**config.mk**
```make
export PLATFORM = sky130hd
export DESIGN_NAME = apb_mem_ctrl
export DESIGN_NICKNAME = d
export VERILOG_FILES = /design/src/source/mem_subsys_pkg.sv /design/src/source/apb_mem_ctrl.sv
export SDC_FILE = /design/constraint.sdc
export NUM_CORES = 1
export LEC_CHECK = 0
export BUFFER_PORTS_ARGS = -buffer_cell sky130_fd_sc_hd__buf_2
export CAP_MARGIN = 10
export CORE_AREA = 2 2 108 110
export CTS_CLUSTER_DIAMETER = 60
export DETAILED_ROUTE_END_ITERATION = 12
export DIE_AREA = 0 0 110 112
export PLACE_DENSITY_LB_ADDON = 0.05
export SETUP_SLACK_MARGIN = 0.15
export SLEW_MARGIN = 10
export SYNTH_ARGS = -nofsm -noshare
export SYNTH_HDL_FRONTEND = slang
export SYNTH_SLANG_ARGS = --single-unit
```
**constraint.sdc**
```tcl
create_clock -name clk_a -period 6.55 [get_ports clk_a]
set_input_delay 1.31 -clock clk_a [delete_from_list [all_inputs] [get_ports clk_a]]
set_output_delay 1.31 -clock clk_a [all_outputs]
set_load 0.03 [all_outputs]
```
**src/source/mem_subsys_pkg.sv**
```systemverilog
// scratchpad subsystem shared definitions
// widths, APB register map, engine opcodes and port bundles
package mem_subsys_pkg;

   localparam int DATA_W = 32;                   // word width
   localparam int RAM_AW = 8;                    // 256 words
   localparam int APB_AW = 12;                   // APB byte address width
   localparam int STRB_W = DATA_W / 8;           // one strobe per byte
   localparam int LEN_W  = RAM_AW + 1;           // 0..256 words

   // memory window covers 256 words of 4 bytes
   localparam logic [APB_AW-1:0] MEM_WIN_BASE = 12'h400;
   localparam logic [APB_AW-1:0] MEM_WIN_END  = 12'h800;  // first byte past the window

   localparam logic [APB_AW-1:0] REG_CTRL    = 12'h000;  // op [1:0], start bit
   localparam logic [APB_AW-1:0] REG_BASE    = 12'h004;  // first word
   localparam logic [APB_AW-1:0] REG_LEN     = 12'h008;  // word count
   localparam logic [APB_AW-1:0] REG_PATTERN = 12'h00C;  // fill pattern
   localparam logic [APB_AW-1:0] REG_STATUS  = 12'h010;  // done, busy
   localparam logic [APB_AW-1:0] REG_SUM     = 12'h014;  // last checksum

   localparam int CTRL_START_BIT = 8;            // start flag in REG_CTRL writes

   typedef enum logic [1:0] {
      OP_FILL      = 2'd0,                       // constant pattern
      OP_FILL_INCR = 2'd1,                       // pattern plus word index
      OP_SUM       = 2'd2                        // checksum mod 2^32
   } eng_op_e;

   typedef enum logic [1:0] {
      ENG_IDLE  = 2'd0,
      ENG_RUN   = 2'd1,                          // one access per cycle
      ENG_DRAIN = 2'd2                           // last read returning
   } eng_state_e;

   typedef enum logic {
      APB_IDLE    = 1'b0,
      APB_RD_WAIT = 1'b1                         // window read in flight
   } apb_state_e;

   typedef struct packed {
      logic              ce;
      logic              we;
      logic [DATA_W-1:0] wmask;                  // per-bit write enable
      logic [RAM_AW-1:0] addr;
      logic [DATA_W-1:0] wdata;
   } ram_port_t;

   typedef struct packed {
      eng_op_e           op;
      logic [RAM_AW-1:0] base;
      logic [LEN_W-1:0]  len;
      logic [DATA_W-1:0] pattern;
   } eng_cmd_t;

   typedef struct packed {
      logic              busy;
      logic              done;                   // sticky until next start
      logic [DATA_W-1:0] sum;
   } eng_status_t;

endpackage

```
**src/source/apb_mem_ctrl.sv**
```systemverilog
// APB4 slave for the scratchpad: register file, memory window on port A,
// engine start and refusal of window access while the engine is busy
`timescale 1ns/1ps

module apb_mem_ctrl import mem_subsys_pkg::*; (
   input  logic              clk_a,
   input  logic              rst_n,
   input  logic              psel,
   input  logic              penable,
   input  logic              pwrite,
   input  logic [APB_AW-1:0] paddr,
   input  logic [DATA_W-1:0] pwdata,
   input  logic [STRB_W-1:0] pstrb,
   output logic [DATA_W-1:0] prdata,
   output logic              pready,
   output logic              pslverr,
   output ram_port_t         ram_a,
   input  logic [DATA_W-1:0] ram_a_rdata,
   output eng_cmd_t          eng_cmd,
   output logic              eng_start,
   input  eng_status_t       eng_stat
);

   apb_state_e        state_q;
   logic              access;                    // APB access phase
   logic              busy;
   logic              win_hit;                   // paddr inside memory window
   logic              reg_hit;                   // paddr is a known register
   logic              start_req;
   logic              mem_go;                    // port A granted this cycle
   logic              reg_wr;
   logic [DATA_W-1:0] reg_rdata;
   eng_op_e           op_q;
   logic [RAM_AW-1:0] base_q;
   logic [LEN_W-1:0]  len_q;
   logic [DATA_W-1:0] pattern_q;

   assign access    = psel && penable;
   assign busy      = eng_stat.busy;
   assign win_hit   = (paddr >= MEM_WIN_BASE) && (paddr < MEM_WIN_END);
   assign start_req = access && pwrite && (paddr == REG_CTRL) && pwdata[CTRL_START_BIT];
   assign mem_go    = (state_q == APB_IDLE) && access && win_hit && !busy;
   assign eng_start = start_req && !busy;        // second start while busy is dropped
   assign reg_wr    = (state_q == APB_IDLE) && access && pwrite && !win_hit
                      && !(start_req && busy);

   always_ff @(posedge clk_a or negedge rst_n) begin
      if (!rst_n) begin
         state_q <= APB_IDLE;
      end else begin
         case (state_q)
            APB_IDLE:    if (mem_go && !pwrite) state_q <= APB_RD_WAIT;
            APB_RD_WAIT: state_q <= APB_IDLE;    // data returned this cycle
            default:     state_q <= APB_IDLE;
         endcase
      end
   end

   always_ff @(posedge clk_a or negedge rst_n) begin
      if (!rst_n) begin
         op_q      <= OP_FILL;
         base_q    <= '0;
         len_q     <= '0;
         pattern_q <= '0;
      end else if (reg_wr) begin
         case (paddr)
            REG_CTRL:    op_q      <= eng_op_e'(pwdata[1:0]);
            REG_BASE:    base_q    <= pwdata[RAM_AW-1:0];
            REG_LEN:     len_q     <= pwdata[LEN_W-1:0];
            REG_PATTERN: pattern_q <= pwdata;
            default:     ;                       // status and sum are read only
         endcase
      end
   end

   // register read mux and decode
   always_comb begin
      reg_hit   = 1'b1;
      reg_rdata = '0;
      case (paddr)
         REG_CTRL:    reg_rdata[1:0]     = op_q;
         REG_BASE:    reg_rdata[RAM_AW-1:0] = base_q;
         REG_LEN:     reg_rdata[LEN_W-1:0]  = len_q;
         REG_PATTERN: reg_rdata          = pattern_q;
         REG_STATUS:  reg_rdata[1:0]     = {eng_stat.done, eng_stat.busy};
         REG_SUM:     reg_rdata          = eng_stat.sum;
         default:     reg_hit            = 1'b0;
      endcase
   end

   // port A request, strobes widened to a bit mask
   always_comb begin
      ram_a       = '0;
      ram_a.ce    = mem_go;
      ram_a.we    = pwrite;
      ram_a.addr  = paddr[RAM_AW+1:2];           // word index inside window
      ram_a.wdata = pwdata;
      for (int b = 0; b < STRB_W; b++)
         ram_a.wmask[8*b +: 8] = {8{pstrb[b]}};
   end

   // opcode forwarded so the engine latches the one written with start
   always_comb begin
      eng_cmd         = '0;
      eng_cmd.op      = eng_start ? eng_op_e'(pwdata[1:0]) : op_q;
      eng_cmd.base    = base_q;
      eng_cmd.len     = len_q;
      eng_cmd.pattern = pattern_q;
   end

   // APB response
   always_comb begin
      pready  = 1'b0;
      pslverr = 1'b0;
      prdata  = '0;
      if (state_q == APB_RD_WAIT) begin
         pready = 1'b1;                          // second access cycle
         prdata = ram_a_rdata;
      end else if (access) begin
         if (win_hit) begin
            if (busy) begin
               pready  = 1'b1;                   // refused, reads give zero
               pslverr = 1'b1;
            end else if (pwrite) begin
               pready = 1'b1;                    // write lands at this edge
            end
         end else begin
            pready  = 1'b1;
            pslverr = !reg_hit || (start_req && busy);
            if (!pwrite)
               prdata = reg_rdata;
         end
      end
   end

endmodule

```
==> metrics.log <==
INFO  metric criticalPathCategory = in2out
INFO  metric timing.critical_path.cells = buf_2, nor4_2, nand4_1, nor2_2, a221o_1, buf_2
INFO  metric worst_path_most_repeated_cell = buf_2
INFO  metric floorplan.initialDensity = 32.1%
INFO  metric drt_iter0_markers = 108
INFO  metric synthesis.area = 3580 µm²
INFO  metric chipWidth = 110 µm
INFO  metric grt.overflow.total = 0
INFO  metric post-cts-setup-buffer-count = 0
INFO  metric yosys.area.top_type = dfrtp_1
INFO  metric hold_fix_buffers_at_cts = 0
INFO  metric drt-wirelength-per-cell = 17.4 µm
INFO  metric num_io_pins = 279
INFO  metric clock_transition_time_at_the_flip_flop_clock_pins_of_the_worst_setup_and_hold_paths = 70 ps
INFO  metric postPlaceCellArea = 4370 µm²
INFO  metric grt_pass1_wl = 16,100 µm
INFO  metric cts_buffers = 5
INFO  metric nets_final = 618
INFO  metric synth.most_common_cell = buf_4
INFO  metric synth.top_cells.by_count = buf_4 (77), dfrtp_1 (52), mux2_2 (52), and2_1 (24), a221o_1 (23)
INFO  metric crit_path_top_delay_cell = nor2_2
INFO  metric synth.top_cell.area_share = 36.3%
INFO  metric fin_tns_setup = 0 ps
INFO  metric firstDrtPassIters = 4
INFO  metric ys_top_cells_by_area = dfrtp_1 (36%), mux2_2 (16%), buf_4 (16%)
INFO  metric post-route-worst-setup-slack = 1570 ps
INFO  metric numPortBuffers = 242
INFO  metric detailroute.via_count = 3,130
INFO  metric timing_worst_slew_pin_value = 1090 ps
INFO  metric ant_nets = 0
INFO  metric post_route_cells_drive_above_1_share = 62.8%
INFO  metric gp_congestion = 0.753
INFO  metric syn_area_per_cell = 10.6 µm²
INFO  metric timing.slew.headroom = 27.4%
INFO  metric critPathMaxFanout = 23
INFO  metric yosysSeqAreaShare = 36.3%
INFO  metric number_of_endpoints_with_negative_hold_slack_in_the_final_report = 0
INFO  metric outcome = finished clean
INFO  metric hpwlAfterDp = 8460 µm
INFO  metric layout_worst_path_cycle_share = 76.1%
INFO  metric layout_overhead_on_the_synthesized_area = 27.5%
INFO  metric synth_async_sr_flop_share = 100%
INFO  metric power.density = 173 nW/µm²
INFO  metric synth_edf_count = 0
INFO  metric critical_path_required = 5240 ps
INFO  metric max-cap-violations = 0
INFO  metric clock_tree.buffer_depth = 2
INFO  metric num_rows = 39
INFO  metric numClockSinks = 52
INFO  metric number_of_register_bits_inferred_by_synthesis = 52
INFO  metric synth.lib_cells_used.distinct = 38
INFO  metric antenna_violations_before_repair = 0
INFO  metric drt_wl_total = 11,200 µm
INFO  metric setup_viol_count_final = 0
INFO  metric critical_path.max_stage_delay = 860 ps
INFO  metric finClkSkew = 7.12 ps
INFO  metric preCtsSetupSlack = 1560 ps
INFO  metric cp_num_buf_inv = 2
INFO  metric timing.final.crit_period = 4980 ps
INFO  metric critical_path.startpoint_type = primary input
INFO  metric critical_path.endpoint_type = output port
INFO  metric vias_per_cell = 4.87
INFO  metric core_area = 11,200 µm²
INFO  metric grtUsageTotal = 17.3%
INFO  metric ir_drop = 138 µV
INFO  metric dieHeight = 112 µm
INFO  metric syn-num-nets = 458
INFO  metric fill_cells = 1,134
INFO  metric hold_class = reg2reg
INFO  metric power.leakage = 2.59 nW
INFO  metric remaining_drc_errors = 0
INFO  metric cts_tree = built
INFO  metric final_max_slew_viol_count = 0
INFO  metric synth_cells = 339
INFO  metric cp_data_arrival_time = 3670 ps
INFO  metric clock_latency_late_sink = 290 ps
INFO  metric unrepaired_setup_endpoints_after_global_routing = false
INFO  metric vias_in_the_first_global_route = 2,936
INFO  metric critPathTopFamily = simple AND/OR/NAND/NOR gates
INFO  metric die_area = 12,300 µm²
INFO  metric postCtsResizedCells = 0
INFO  metric ys.flop_type = dfrtp_1
INFO  metric n_antenna_cell = 0
INFO  metric final_cell_area = 4570 µm²
INFO  metric max_h_tree_level = 2
INFO  metric yosys_warnings = 0
INFO  metric pin_count_of_the_biggest_net_entering_global_routing = 53
INFO  metric fmax = 0.201 GHz
INFO  metric clk_root_buffer_cell = clkbuf_16
==> power breakdown <==
| part | switching [W] | internal [W] |
|---|---|---|
| clock network | 0.000128 | 0.000221 |
| registers | 0.000000815 | 0.000321 |
| logic | 0.0000752 | 0.0000430 |
| total | 0.000204 | 0.000585 |
==> placed cells by master, fill, tap and decap left out, drive strengths merged, types with 3 or more instances in the layout <==
master / instances
buf: 244
mux2: 55
dfrtp: 52
and2: 24
a221o: 23
nand2: 14
mux2i: 12
o21ai: 7
a21oi: 7
inv: 6
nand4: 5
nor3: 5
nand2b: 5
clkbuf: 5
nor4: 5
nor2: 5
nor2b: 3
o22a: 3
==> path summary, 6_finish.rpt <==
check                      startpoint  slack [ps]            end  cells after the start
setup reg to reg              state_q        3450  pattern_q[29]                      4
setup / recovery             paddr[7]        1570     prdata[24]                      6
hold reg to reg              len_q[8]         510       len_q[8]                      1
min in group asynchronous       rst_n        1120   pattern_q[3]                      2
max in group asynchronous       rst_n        4960  pattern_q[25]                      2
hold / removal               len_q[8]         510       len_q[8]                      1
==> routing by layer <==
layer	share of wire, %	global-route usage, %	vias to the layer above	wire length (µm)
met2	50	30.1	138	5580
met4	0.76	3.63	0	85
met3	6.7	3.51	5	754
li1	-	-	1478	-
met1	43	21.9	1509	4790
met5	0	0	-	0
==> metrics by stage <==
stage / hold WS (ps) / power [W] / util [%] / std cells
final: 512 / 0.000789 / 40.9 / 643
after global routing: 546 / 0.000820 / 40.9 / 643
after CTS: 521 / 0.000797 / 40.9 / 643
after detailed placement: 495 / 0.000448 / 39.1 / 635
after global placement: 489 / 0.000448 / 39.1 / 635
after floorplan: 499 / 0.000436 / - / 339
==> logic make-up after synthesis <==
| logic type | count (synthesis) | share of synthesized area [%] |
|---|---|---|
| flip-flops | 52 | 36.3 |
| AO/OA/AOI/OAI | 50 | 11.5 |
| AND/OR/NAND/NOR | 74 | 13.4 |
| buffers and inverters | 96 | 18.2 |
| multiplexers | 67 | 20.6 |
==> sequential cells by signal, indices dropped and copies added, names as in the netlist <==
register / flops
op_q: 2
len_q: 9
state_q: 1
base_q: 8
pattern_q: 32
==> final cells by class <==
class                      instances  area, µm²  area share [%]
clock buffer                       5        125            2.74
clock inverter                     3       68.8            1.51
inverter                           5       18.8           0.411
multi-input combinational        191       1650            36.1
sequential                        52       1300            28.5
tap                              143        179            3.92
timing repair buffer             244       1230            26.8
==> worst reg2reg max path: cells and delay by family (launching register included) <==
family           cells  cell delay (ps)
multiplexers         1              430
AND/OR/NAND/NOR      3             1770
flip-flops           1              790
Power figures use the tool's default switching activity.
