--- src/source/mem_subsys_pkg.sv ---
// scratchpad subsystem shared definitions
// widths, APB register map, engine opcodes and port bundles
package mem_subsys_pkg;

   localparam int DATA_W = 32;                   // word width
   localparam int RAM_AW = 8;                    // 256 words
   localparam int APB_AW = 12;                   // APB byte address width
   localparam int STRB_W = DATA_W / 8;           // one strobe per byte
   localparam int LEN_W  = RAM_AW + 1;           // 0..256 words

   // memory window covers 256 words of 4 bytes
   localparam logic [APB_AW-1:0] MEM_WIN_BASE = 12'h400;
   localparam logic [APB_AW-1:0] MEM_WIN_END  = 12'h800;  // first byte past the window

   localparam logic [APB_AW-1:0] REG_CTRL    = 12'h000;  // op [1:0], start bit
   localparam logic [APB_AW-1:0] REG_BASE    = 12'h004;  // first word
   localparam logic [APB_AW-1:0] REG_LEN     = 12'h008;  // word count
   localparam logic [APB_AW-1:0] REG_PATTERN = 12'h00C;  // fill pattern
   localparam logic [APB_AW-1:0] REG_STATUS  = 12'h010;  // done, busy
   localparam logic [APB_AW-1:0] REG_SUM     = 12'h014;  // last checksum

   localparam int CTRL_START_BIT = 8;            // start flag in REG_CTRL writes

   typedef enum logic [1:0] {
      OP_FILL      = 2'd0,                       // constant pattern
      OP_FILL_INCR = 2'd1,                       // pattern plus word index
      OP_SUM       = 2'd2                        // checksum mod 2^32
   } eng_op_e;

   typedef enum logic [1:0] {
      ENG_IDLE  = 2'd0,
      ENG_RUN   = 2'd1,                          // one access per cycle
      ENG_DRAIN = 2'd2                           // last read returning
   } eng_state_e;

   typedef enum logic {
      APB_IDLE    = 1'b0,
      APB_RD_WAIT = 1'b1                         // window read in flight
   } apb_state_e;

   typedef struct packed {
      logic              ce;
      logic              we;
      logic [DATA_W-1:0] wmask;                  // per-bit write enable
      logic [RAM_AW-1:0] addr;
      logic [DATA_W-1:0] wdata;
   } ram_port_t;

   typedef struct packed {
      eng_op_e           op;
      logic [RAM_AW-1:0] base;
      logic [LEN_W-1:0]  len;
      logic [DATA_W-1:0] pattern;
   } eng_cmd_t;

   typedef struct packed {
      logic              busy;
      logic              done;                   // sticky until next start
      logic [DATA_W-1:0] sum;
   } eng_status_t;

endpackage

--- src/source/block_engine.sv ---
// block engine on RAM port B: fill, incrementing fill and checksum
// over a range of words that wraps modulo the RAM depth
`timescale 1ns/1ps

module block_engine import mem_subsys_pkg::*; (
   input  logic              clk_a,
   input  logic              rst_n,
   input  eng_cmd_t          cmd,
   input  logic              start,
   output ram_port_t         ram_b,
   input  logic [DATA_W-1:0] ram_b_rdata,
   output eng_status_t       stat
);

   eng_state_e        state_q;
   eng_cmd_t          cmd_q;                     // latched at start
   logic [LEN_W-1:0]  cnt_q;                     // word index in range
   logic              done_q;
   logic              rd_vld_q;                  // ram_b_rdata valid this cycle
   logic [DATA_W-1:0] sum_q;
   logic              last_word;
   logic              go;

   assign go        = start && (state_q == ENG_IDLE);
   assign last_word = (cnt_q == cmd_q.len - LEN_W'(1));

   always_ff @(posedge clk_a) begin
      if (go)
         cmd_q <= cmd;
   end

   always_ff @(posedge clk_a or negedge rst_n) begin
      if (!rst_n) begin
         state_q  <= ENG_IDLE;
         cnt_q    <= '0;
         done_q   <= 1'b0;
         rd_vld_q <= 1'b0;
         sum_q    <= '0;
      end else begin
         rd_vld_q <= ram_b.ce && !ram_b.we;      // one-cycle read latency
         if (rd_vld_q)
            sum_q <= sum_q + ram_b_rdata;        // wraps mod 2^32
         case (state_q)
            ENG_IDLE: begin
               if (go) begin
                  cnt_q  <= '0;
                  done_q <= (cmd.len == '0);     // empty range finishes at once
                  if (cmd.op == OP_SUM)
                     sum_q <= '0;
                  if (cmd.len != '0)
                     state_q <= ENG_RUN;
               end
            end
            ENG_RUN: begin
               cnt_q <= cnt_q + LEN_W'(1);
               if (last_word) begin
                  if (cmd_q.op == OP_SUM) begin
                     state_q <= ENG_DRAIN;       // last read still returning
                  end else begin
                     state_q <= ENG_IDLE;
                     done_q  <= 1'b1;
                  end
               end
            end
            ENG_DRAIN: begin
               state_q <= ENG_IDLE;              // final word summed this cycle
               done_q  <= 1'b1;
            end
            default: state_q <= ENG_IDLE;
         endcase
      end
   end

   // port B request, address wraps in RAM_AW bits
   always_comb begin
      ram_b       = '0;
      ram_b.addr  = cmd_q.base + cnt_q[RAM_AW-1:0];
      ram_b.wmask = '1;                          // full words only
      ram_b.wdata = (cmd_q.op == OP_FILL_INCR) ? cmd_q.pattern + DATA_W'(cnt_q)
                                               : cmd_q.pattern;
      if (state_q == ENG_RUN) begin
         case (cmd_q.op)
            OP_FILL, OP_FILL_INCR: begin
               ram_b.ce = 1'b1;
               ram_b.we = 1'b1;
            end
            OP_SUM:  ram_b.ce = 1'b1;            // read
            default: ;                           // unknown op touches nothing
         endcase
      end
   end

   assign stat.busy = (state_q != ENG_IDLE);
   assign stat.done = done_q;
   assign stat.sum  = sum_q;

endmodule

--- config.mk ---
export PLATFORM = sky130hd
export DESIGN_NAME = block_engine
export DESIGN_NICKNAME = d
export VERILOG_FILES = /design/src/source/mem_subsys_pkg.sv /design/src/source/block_engine.sv
export SDC_FILE = /design/constraint.sdc
export NUM_CORES = 1
export LEC_CHECK = 0
export BUFFER_PORTS_ARGS = -buffer_cell sky130_fd_sc_hd__buf_2
export CAP_MARGIN = 20
export CORE_MARGIN = 2
export CORE_UTILIZATION = 53
export DETAILED_ROUTE_END_ITERATION = 12
export MAX_ROUTING_LAYER = met4
export PLACE_DENSITY = 0.86
export SLEW_MARGIN = 15
export SYNTH_ARGS = -nofsm -noshare
export SYNTH_HDL_FRONTEND = slang
export SYNTH_SLANG_ARGS = --single-unit
export TNS_END_PERCENT = 20
--- constraint.sdc ---
create_clock -name clk_a -period 3.7 [get_ports clk_a]
set_input_delay 0.555 -clock clk_a [delete_from_list [all_inputs] [get_ports clk_a]]
set_output_delay 0.555 -clock clk_a [all_outputs]
set_load 0.005 [all_outputs]
==> run_results.csv, run 1 <==
group,metric,value,unit
yosys,ys_async_sr_fraction,0.4688,
yosys,yosys_warnings,0,
layout,layout-drive-gt1-share,0.2447,
sta,rsz0062_at_grt,"yes",
yosys,ys_seq_elements,96,
power,p_leak,3.671,nW
flow_run,drv_cap,0,
worst_hold_path,min_path_type,"input port to asynchronous set/reset pin",
power,irDropWorstVdd,0.4749,mV
detailed_routing,vias,5656,
die,io-pin-count,194,
yosys,synthTopCellsByCount,"nand2_1 (65), nor2_1 (62), ha_1 (52), edfxtp_1 (51), xnor2_1 (50)",
detailed_routing,firstDrtPassIters,6,
sta,slew_headroom,0.3357,
layout,area_delta_synth_final,18.14,%
yosys,synthFlopType,"edfxtp_1",
die,core_area,12470,µm²
global_routing,grt-ovfl-total,0,
setup_path,path_class,"flip-flop to output pin",
global_routing,grt_max_degree,52,
detailed_routing,ant_nets,0,
cts,cts_made_buffers,9,
yosys,synth-edff-count,51,
setup_path,arrival,3.01,ns
place,port_buffers,161,
global_routing,grt_pass1_vias,5258,
sta,period_share,0.9641,
place,dp_cells,1006,
sta,setup-tns-final,0,ns
cts,post_cts_buffers,0,
setup_path,cp_data_required_time,3.14,ns
yosys,synth_top_area_frac,0.2287,
power,p_per_area,697.8,nW/µm²
detailed_routing,drcViolationCount,0,
yosys,synthCells,683,
setup_path,end_kind,"output pin",
layout,seqCellArea,2660,µm²
place,placed_area,7580,µm²
yosys,synth_most_common_cell,"nand2_1",
cts,cts.path.max_buffers,2,
yosys,synthesis.area,6696,µm²
sta,min_period,3.567,ns
yosys,ys_top_cells_by_area,"edfxtp_1 (23%), dfrtp_1 (17%), ha_1 (9.7%)",
sta,fmax,0.2803,GHz
detailed_routing,drt-wirelength-per-cell,15.92,µm
die,die_y,116.4,µm
yosys,ys_seq_area_frac,0.3969,
detailed_routing,wl,16320,µm
setup_path,critPathLaunchType,"flip-flop",
global_routing,grt_usage,0.2480,
die,rows,41,
yosys,ys_types,68,
sta,setup_slack,0.1327,ns
setup_path,crit_fanout,5,
die,start_util,0.5372,
global_routing,grt_pass1_wl,25340,µm
layout,utilization,0.6346,
cts,clock-sinks,96,
place,place_ws,0.3711,ns
setup_path,worstPathCellList,"ha_2 > fa_1 > a21oi_1 > o21bai_1 > a21o_1 > a21o_1 > a21oi_2 > o21ai_1 > nand3b_1 > nor3_1 > xor2_1 > buf_2",
sta,finClkSkew,0.008951,ns
layout,fillCellCount,1014,
place,dp_hpwl,12150,µm
place,gp_congestion,0.9485,
detailed_routing,drt-initial-drc-count,481,
sta,hold_viol_final,0,
sta,whs,0.2677,ns
power,total_power,5.520,mW
layout,layout.cells.non_filler,1025,
layout,design_area,7911,µm²
run_status,status,"finished clean",
setup_path,path_common_cell,"a21o_1",
cts,insertion_delay,0.35,ns
yosys,synth_area_leader_cell,"edfxtp_1",
detailed_routing,detail_route.vias_per_cell,5.518,
sta,slew_viol_final,0,
yosys,synth.avg_cell_area,9.804,µm²
layout,layout.nets,986,
cts,htree_levels,3,
setup_path,cpPeakStageDelay,0.43,ns
cts,path_clk_slew,0.07,ns
sta,setup_viol,0,
die,dieWidth,116.4,µm
cts,cts_tree,"built",
die,dieArea,13550,µm²
global_routing,antenna_found_initial,2,
layout,multi_input_area,3766,µm²
setup_path,crit_slowest_cell,"edfxtp_1",
cts,cts_root_buffer,"clkbuf_16",
sta,worst_slew_pin_slew,0.9964,ns
[sequential cells by signal, indices dropped and copies added (netlist names)]
| register | flops |
|---|---|
| state_q | 2 |
| cnt_q | 9 |
| cmd_q | 51 |
| rd_vld_q | 1 |
| sum_q | 32 |
| done_q | 1 |
[where the power goes]
part           leakage, nW  internal, mW  switching (mW)
clock                0.147         0.526           0.437
combinational         2.47          1.26            1.50
sequential            1.06          1.49           0.308
total                 3.67          3.27            2.25
[path summary, 6_finish.rpt]
check	start	endpoint	slack, ns	cells after the start
max in group asynchronous	rst_n	sum_q[18]	2.75	2
max reg2reg	sum_q[17]	sum_q[30]	0.70	10
max	cmd_q[0]	ram_b[28]	0.13	12
min reg2reg	done_q	done_q	0.50	1
min	rst_n	sum_q[10]	0.27	1
min in group clk_a	cmd[12]	cmd_q[12]	0.37	1
[critical path: cells and delay by family, from the launching register on]
family | cells | cell delay [ns]
AO/OA/AOI/OAI | 6 | 0.95
XOR/XNOR | 1 | 0.16
adder cells (fa/ha/maj) | 2 | 0.63
buffers and inverters | 1 | 0.14
flip-flops | 1 | 0.43
AND/OR/NAND/NOR | 2 | 0.35
[cell usage in the layout, fill, tap and decap left out, drive strengths merged, types with 3 or more instances in the layout]
cell type and count:
buf 168, nand2 65, nor2 62, ha 52, edfxtp 51, xnor2 50, dfrtp 45, a21oi 42
conb 32, o21ai 30, xor2 28, inv 27, mux2i 25, nand3 20, a21o 18, clkbuf 11
nand4 10, nor3 9, a211oi 9, o21bai 7, and3 7, nand2b 7, nand3b 5, or3 5
a31oi 4, nor4 4, diode 3, nor4b 3, o21a 3, o31ai 3, fa 3, a2111oi 3
[cells by family (layout without fill, tap and decap cells)]
| kind of cell | after synthesis | count (layout) | share of synthesized area |
|---|---|---|---|
| xor+xnor | 78 | 78 | 0.1020 |
| other cells | 1 | 35 | 0.0005600 |
| buf+inv | 73 | 209 | 0.06072 |
| flops | 96 | 96 | 0.3969 |
| simple gates | 212 | 212 | 0.1525 |
| compound gates | 141 | 141 | 0.1405 |
| fa+ha+maj | 55 | 55 | 0.1061 |
| mux | 27 | 27 | 0.04073 |
[layout make-up]
cell class,instances,area share
timing repair buffer,168,0.1085
inverter,25,0.01186
clock buffer,11,0.03337
sequential,96,0.3362
tap,172,0.02720
multi-input combinational,545,0.4760
antenna,3,0.0009489
clock inverter,5,0.005852
[per-layer routing]
metal,vias up,track usage,share of wire
li1,2721,-,-
met1,2654,0.2966,0.41
met2,254,0.4136,0.48
met3,27,0.07473,0.090
met4,0,0.05952,0.017
met5,-,-,0
[repair_timing]
action	4_1_cts	5_1_grt
setup endpoints to repair	8	20
cloned	0	0
hold buffers	0	0
pin swaps	0	1
resized for setup	1	4
Power figures use the tool's default switching activity.
==> run 2, diff against run 1 <==
--- a/config.mk
+++ b/config.mk
@@ -12,6 +12,7 @@
 export DETAILED_ROUTE_END_ITERATION = 12
 export MAX_ROUTING_LAYER = met4
 export PLACE_DENSITY = 0.86
+export SETUP_SLACK_MARGIN = 0.5
 export SLEW_MARGIN = 15
 export SYNTH_ARGS = -nofsm -noshare
 export SYNTH_HDL_FRONTEND = slang
==> run_results.csv, run 2 (synthesized netlist as in run 1, its figures left out) <==
group,metric,value,unit
run_status,status,"finished clean",
detailed_routing,drt-wirelength-per-cell,17.13,µm
setup_path,arrival,3.06,ns
die,start_util,0.5372,
sta,min_period,3.618,ns
sta,fmax,0.2764,GHz
place,gp_congestion,0.9485,
global_routing,grt_pass1_wl,27100,µm
place,place_ws,0.3711,ns
setup_path,r2r-end,"sum_q[30]",
power,irDropWorstVdd,0.4752,mV
detailed_routing,firstDrtPassIters,5,
cts,path_clk_slew,0.07,ns
layout,layout_common_cells,"buf_2 (161), nand2_1 (64), nor2_1 (60)",
sta,hold_viol_final,0,
detailed_routing,vias,5882,
setup_path,crit_slowest_cell,"edfxtp_1",
setup_path,reg2reg_depth,10,
worst_hold_path,min_path_type,"input port to asynchronous set/reset pin",
setup_path,cp_top_family,"compound AO/OA/AOI/OAI gates",
setup_path,r2r_setup_slack,0.69,ns
power,total_power,5.717,mW
sta,worst_slew_pin_slew,0.9707,ns
global_routing,antenna_found_initial,2,
cts,clock-sinks,96,
layout,fillCellCount,957,
sta,setup_slack,0.08160,ns
sta,slew_headroom,0.3529,
place,dp_cells,1006,
sta,period_share,0.9779,
sta,finClkSkew,0.008165,ns
die,dieArea,13550,µm²
die,io-pin-count,194,
layout,largest_register_ff_count,51,
power,p_leak,3.796,nW
detailed_routing,drcViolationCount,0,
layout,area_delta_synth_final,21.52,%
global_routing,grt_max_degree,52,
layout,final_common_cell,"buf_2",
place,dp_hpwl,12150,µm
layout,utilization,0.6528,
detailed_routing,drt-initial-drc-count,670,
global_routing,grt_usage,0.2672,
setup_path,cpPeakStageDelay,0.46,ns
die,core_area,12470,µm²
cts,htree_levels,3,
setup_path,path_buf_inv,2,
sta,rsz0062_at_grt,"yes",
global_routing,grt_pass1_vias,5475,
setup_path,worstPathCellList,"ha_4 > fa_2 > a21oi_2 > o21bai_2 > a21o_1 > a21o_1 > a21oi_2 > o21ai_2 > nand3b_1 > buf_4 > nor3_4 > xor2_1 > buf_2",
layout,layout-drive-gt1-share,0.2750,
layout,design_area,8138,µm²
detailed_routing,ant_nets,0,
sta,setup-tns-final,0,ns
layout,top_regs,"cmd_q: 51 flops, sum_q: 32 flops, cnt_q: 9 flops",
layout,layout.nets,1005,
setup_path,crit_fanout,3,
setup_path,path_class,"flip-flop to output pin",
die,dieWidth,116.4,µm
die,die_y,116.4,µm
cts,cts_tree,"built",
setup_path,crit_start,"cmd_q[0]",
setup_path,end_kind,"output pin",
flow_run,drv_cap,0,
setup_path,critPathLaunchType,"flip-flop",
setup_path,regToRegStartpoint,"sum_q[17]",
sta,whs,0.2643,ns
detailed_routing,detail_route.vias_per_cell,5.634,
global_routing,grt-ovfl-total,0,
layout,layout.cells.non_filler,1044,
sta,slew_viol_final,0,
sta,setup_viol,0,
power,p_per_area,702.6,nW/µm²
cts,cts.path.max_buffers,2,
detailed_routing,wl,17880,µm
cts,cts_made_buffers,9,
place,port_buffers,161,
layout,top_register,"cmd_q",
cts,insertion_delay,0.35,ns
die,rows,41,
place,placed_area,7580,µm²
cts,cts_root_buffer,"clkbuf_16",
setup_path,cp_data_required_time,3.14,ns
==> run 2: changes by cell type in the layout (fill, tap and decap cells not counted), sizes merged <==
| cell | change |
|---|---|
| buf | +19 |
==> run 2: layout make-up <==
| class | count | area, µm² | share of cell area |
|---|---|---|---|
| Sequential cell | 96 | 2660 | 0.3269 |
| Tap cell | 172 | 215.2 | 0.02645 |
| Inverter | 25 | 93.84 | 0.01153 |
| Multi-Input combinational cell | 545 | 3846 | 0.4726 |
| Clock inverter | 5 | 46.29 | 0.005689 |
| Clock buffer | 11 | 264.0 | 0.03244 |
| Antenna cell | 3 | 7.507 | 0.0009225 |
| Timing Repair Buffer | 187 | 1005 | 0.1235 |
==> run 2: worst reg2reg max path: stages, from the launching register on <==
cell and delay [ns]:
dfrtp_1 0.42, ha_1 0.38, a2111oi_0 0.54, o21ai_1 0.15
a41oi_1 0.31, o21ai_1 0.12, a311oi_1 0.39, o41a_1 0.27
o21ai_1 0.10, xnor2_1 0.15, o21ai_1 0.07
==> run 2: power breakdown <==
part | leakage [nW] | internal [mW] | total, mW | switching [mW]
sequential | 1.06 | 1.49 | 1.81 | 0.317
combinational | 2.59 | 1.36 | 2.95 | 1.59
clock | 0.147 | 0.526 | 0.964 | 0.438
total | 3.80 | 3.37 | 5.72 | 2.34
==> run 2: how the worst max path moves through the flow <==
| stage | cells after the start | to | slack, ns |
|---|---|---|---|
| after floorplan | 8 | sum_q[29] | 0.66 |
| after global placement | 11 | ram_b[31] | 0.44 |
| after detailed placement | 11 | ram_b[31] | 0.37 |
| after CTS | 12 | ram_b[16] | 0.32 |
| after global routing | 13 | ram_b[16] | 0.01 |
| final | 13 | ram_b[24] | 0.08 |
==> run 2: routing by layer <==
layer,vias to the layer above,global-route usage,wire length [µm]
met1,2767,0.3143,7032
met2,294,0.4376,8586
li1,2770,-,-
met3,51,0.08459,1774
met5,-,-,0
met4,0,0.08651,488
==> run 2: repair_timing <==
action,in CTS,in global routing
setup buffers,14,5
hold buffers,0,0
gates cloned,0,0
resized for setup,16,5
pin swaps,12,10
setup endpoints to repair,25,32
==> run 3, diff against run 2 <==
--- a/config.mk
+++ b/config.mk
@@ -7,8 +7,10 @@
 export LEC_CHECK = 0
 export BUFFER_PORTS_ARGS = -buffer_cell sky130_fd_sc_hd__buf_2
 export CAP_MARGIN = 20
+export CELL_PAD_IN_SITES_DETAIL_PLACEMENT = 1
+export CELL_PAD_IN_SITES_GLOBAL_PLACEMENT = 1
 export CORE_MARGIN = 2
-export CORE_UTILIZATION = 53
+export CORE_UTILIZATION = 40
 export DETAILED_ROUTE_END_ITERATION = 12
 export MAX_ROUTING_LAYER = met4
 export PLACE_DENSITY = 0.86
==> run_results.csv, run 3 (synthesized netlist as in run 1, its figures left out) <==
group,metric,value,unit
layout,layout.cells.non_filler,1085,
setup_path,path_common_cell,"a21o_1",
setup_path,worstPathCellList,"buf_4 > fa_2 > a21oi_2 > o21bai_1 > a21o_1 > a21o_1 > a21oi_4 > inv_1 > a21oi_1 > xor2_1 > o21ai_0 > buf_2",
setup_path,arrival,2.94,ns
cts,cts_tree,"built",
run_status,status,"finished clean",
cts,hold_buffers,0,
setup_path,crit_fanout,3,
die,dieArea,17790,µm²
die,core_area,16470,µm²
die,start_util,0.4067,
place,dp_cells,1056,
power,irDropWorstVdd,0.2909,mV
cts,insertion_delay,0.35,ns
layout,layout-drive-gt1-share,0.2642,
place,port_buffers,161,
global_routing,grt_pass1_vias,6100,
detailed_routing,firstDrtPassIters,5,
setup_path,cpPeakStageDelay,0.42,ns
power,total_power,5.676,mW
sta,period_share,0.9453,
die,dieWidth,133.4,µm
global_routing,grt-ovfl-total,0,
sta,setup_slack,0.2025,ns
global_routing,antenna_found_initial,2,
flow_run,drv_cap,0,
detailed_routing,wl,19470,µm
layout,area_delta_synth_final,21.23,%
cts,htree_levels,3,
place,gp_congestion,0.8348,
layout,seqCellArea,2659,µm²
detailed_routing,drt-wirelength-per-cell,17.95,µm
power,p_per_area,699.3,nW/µm²
layout,top_regs,"cmd_q: 51 flops, sum_q: 32 flops, cnt_q: 9 flops",
sta,worst_slew_pin_slew,0.8814,ns
global_routing,grt_pass1_wl,30460,µm
sta,rsz0062_at_grt,"yes",
worst_hold_path,min_path_type,"input port to asynchronous set/reset pin",
sta,fmax,0.2859,GHz
die,rows,47,
cts,clock-sinks,96,
sta,slew_viol_final,0,
detailed_routing,vias,5813,
cts,cts_made_buffers,9,
sta,setup-tns-final,0,ns
detailed_routing,drt-initial-drc-count,229,
die,die_y,133.4,µm
layout,largest_register_ff_count,51,
setup_path,critPathLaunchType,"flip-flop",
place,dp_hpwl,14510,µm
global_routing,grt_max_degree,52,
layout,multi_input_area,3841,µm²
layout,final_common_cell,"buf_2",
sta,slew_headroom,0.4124,
setup_path,cp_data_required_time,3.14,ns
detailed_routing,ant_nets,0,
power,p_leak,3.743,nW
setup_path,end_kind,"output pin",
sta,min_period,3.497,ns
layout,fillCellCount,1959,
sta,finClkSkew,0.006719,ns
sta,hold_viol_final,0,
setup_path,path_class,"flip-flop to output pin",
cts,cts.path.max_buffers,2,
layout,utilization,0.4930,
die,io-pin-count,194,
global_routing,grt_usage,0.2211,
cts,path_clk_slew,0.07,ns
cts,cts_root_buffer,"clkbuf_16",
layout,layout.nets,999,
detailed_routing,drcViolationCount,0,
layout,top_register,"cmd_q",
place,place_ws,0.3095,ns
layout,layout_common_cells,"buf_2 (161), nand2_1 (64), nor2_1 (60)",
sta,setup_viol,0,
detailed_routing,detail_route.vias_per_cell,5.358,
setup_path,crit_slowest_cell,"edfxtp_1",
==> run 3: worst paths after layout <==
path	end	slack [ns]	cells after the start	startpoint
setup / recovery	ram_b[8]	0.20	12	cmd_q[1]
hold / removal	sum_q[20]	0.32	1	rst_n
setup reg to reg	sum_q[28]	0.67	10	sum_q[17]
hold reg to reg	done_q	0.51	1	done_q
max in group asynchronous	sum_q[23]	2.66	2	rst_n
min in group clk_a	cmd_q[41]	0.38	1	cmd[41]
==> run 3: what timing repair did <==
action,4_1_cts,5_1_grt
pin swaps,13,6
gates resized for setup,11,7
setup buffers,6,5
endpoints found under the setup margin,25,28
==> run 3: per-layer routing <==
metal | vias up | wire length [µm] | global-route usage
met2 | 180 | 10010 | 0.3915
met4 | 0 | 290 | 0.06619
li1 | 2751 | - | -
met5 | - | 0 | -
met3 | 23 | 1024 | 0.03843
met1 | 2859 | 8148 | 0.2566
==> run 3: where the power goes <==
part	internal, mW	switching [mW]
clock	0.522	0.425
sequential	1.49	0.275
combinational	1.32	1.65
total	3.33	2.35
==> run 3: area by class of cell <==
class | count | area share
clock buffer | 10 | 0.02821
inverter | 25 | 0.01156
clock inverter | 6 | 0.007244
timing repair buffer | 181 | 0.1178
tap | 220 | 0.03391
antenna | 2 | 0.0006165
multi-input combinational | 545 | 0.4732
sequential | 96 | 0.3275
==> run 3: worst max-delay path, delay by kind of cell, from the launching register on <==
kind            cells  cell delay [ns]
compound gates      7             1.28
buf+inv             3             0.40
xor+xnor            1             0.09
flops               1             0.42
fa+ha+maj           1             0.39
==> run 3: stage by stage <==
stage | hold WS [ns] | area (µm²)
final | 0.3164 | 8118
after global routing | 0.3698 | 8118
after floorplan | 0.2594 | 6813
after global placement | 0.4904 | 7655
after detailed placement | 0.4983 | 7655
after CTS | 0.3457 | 8028
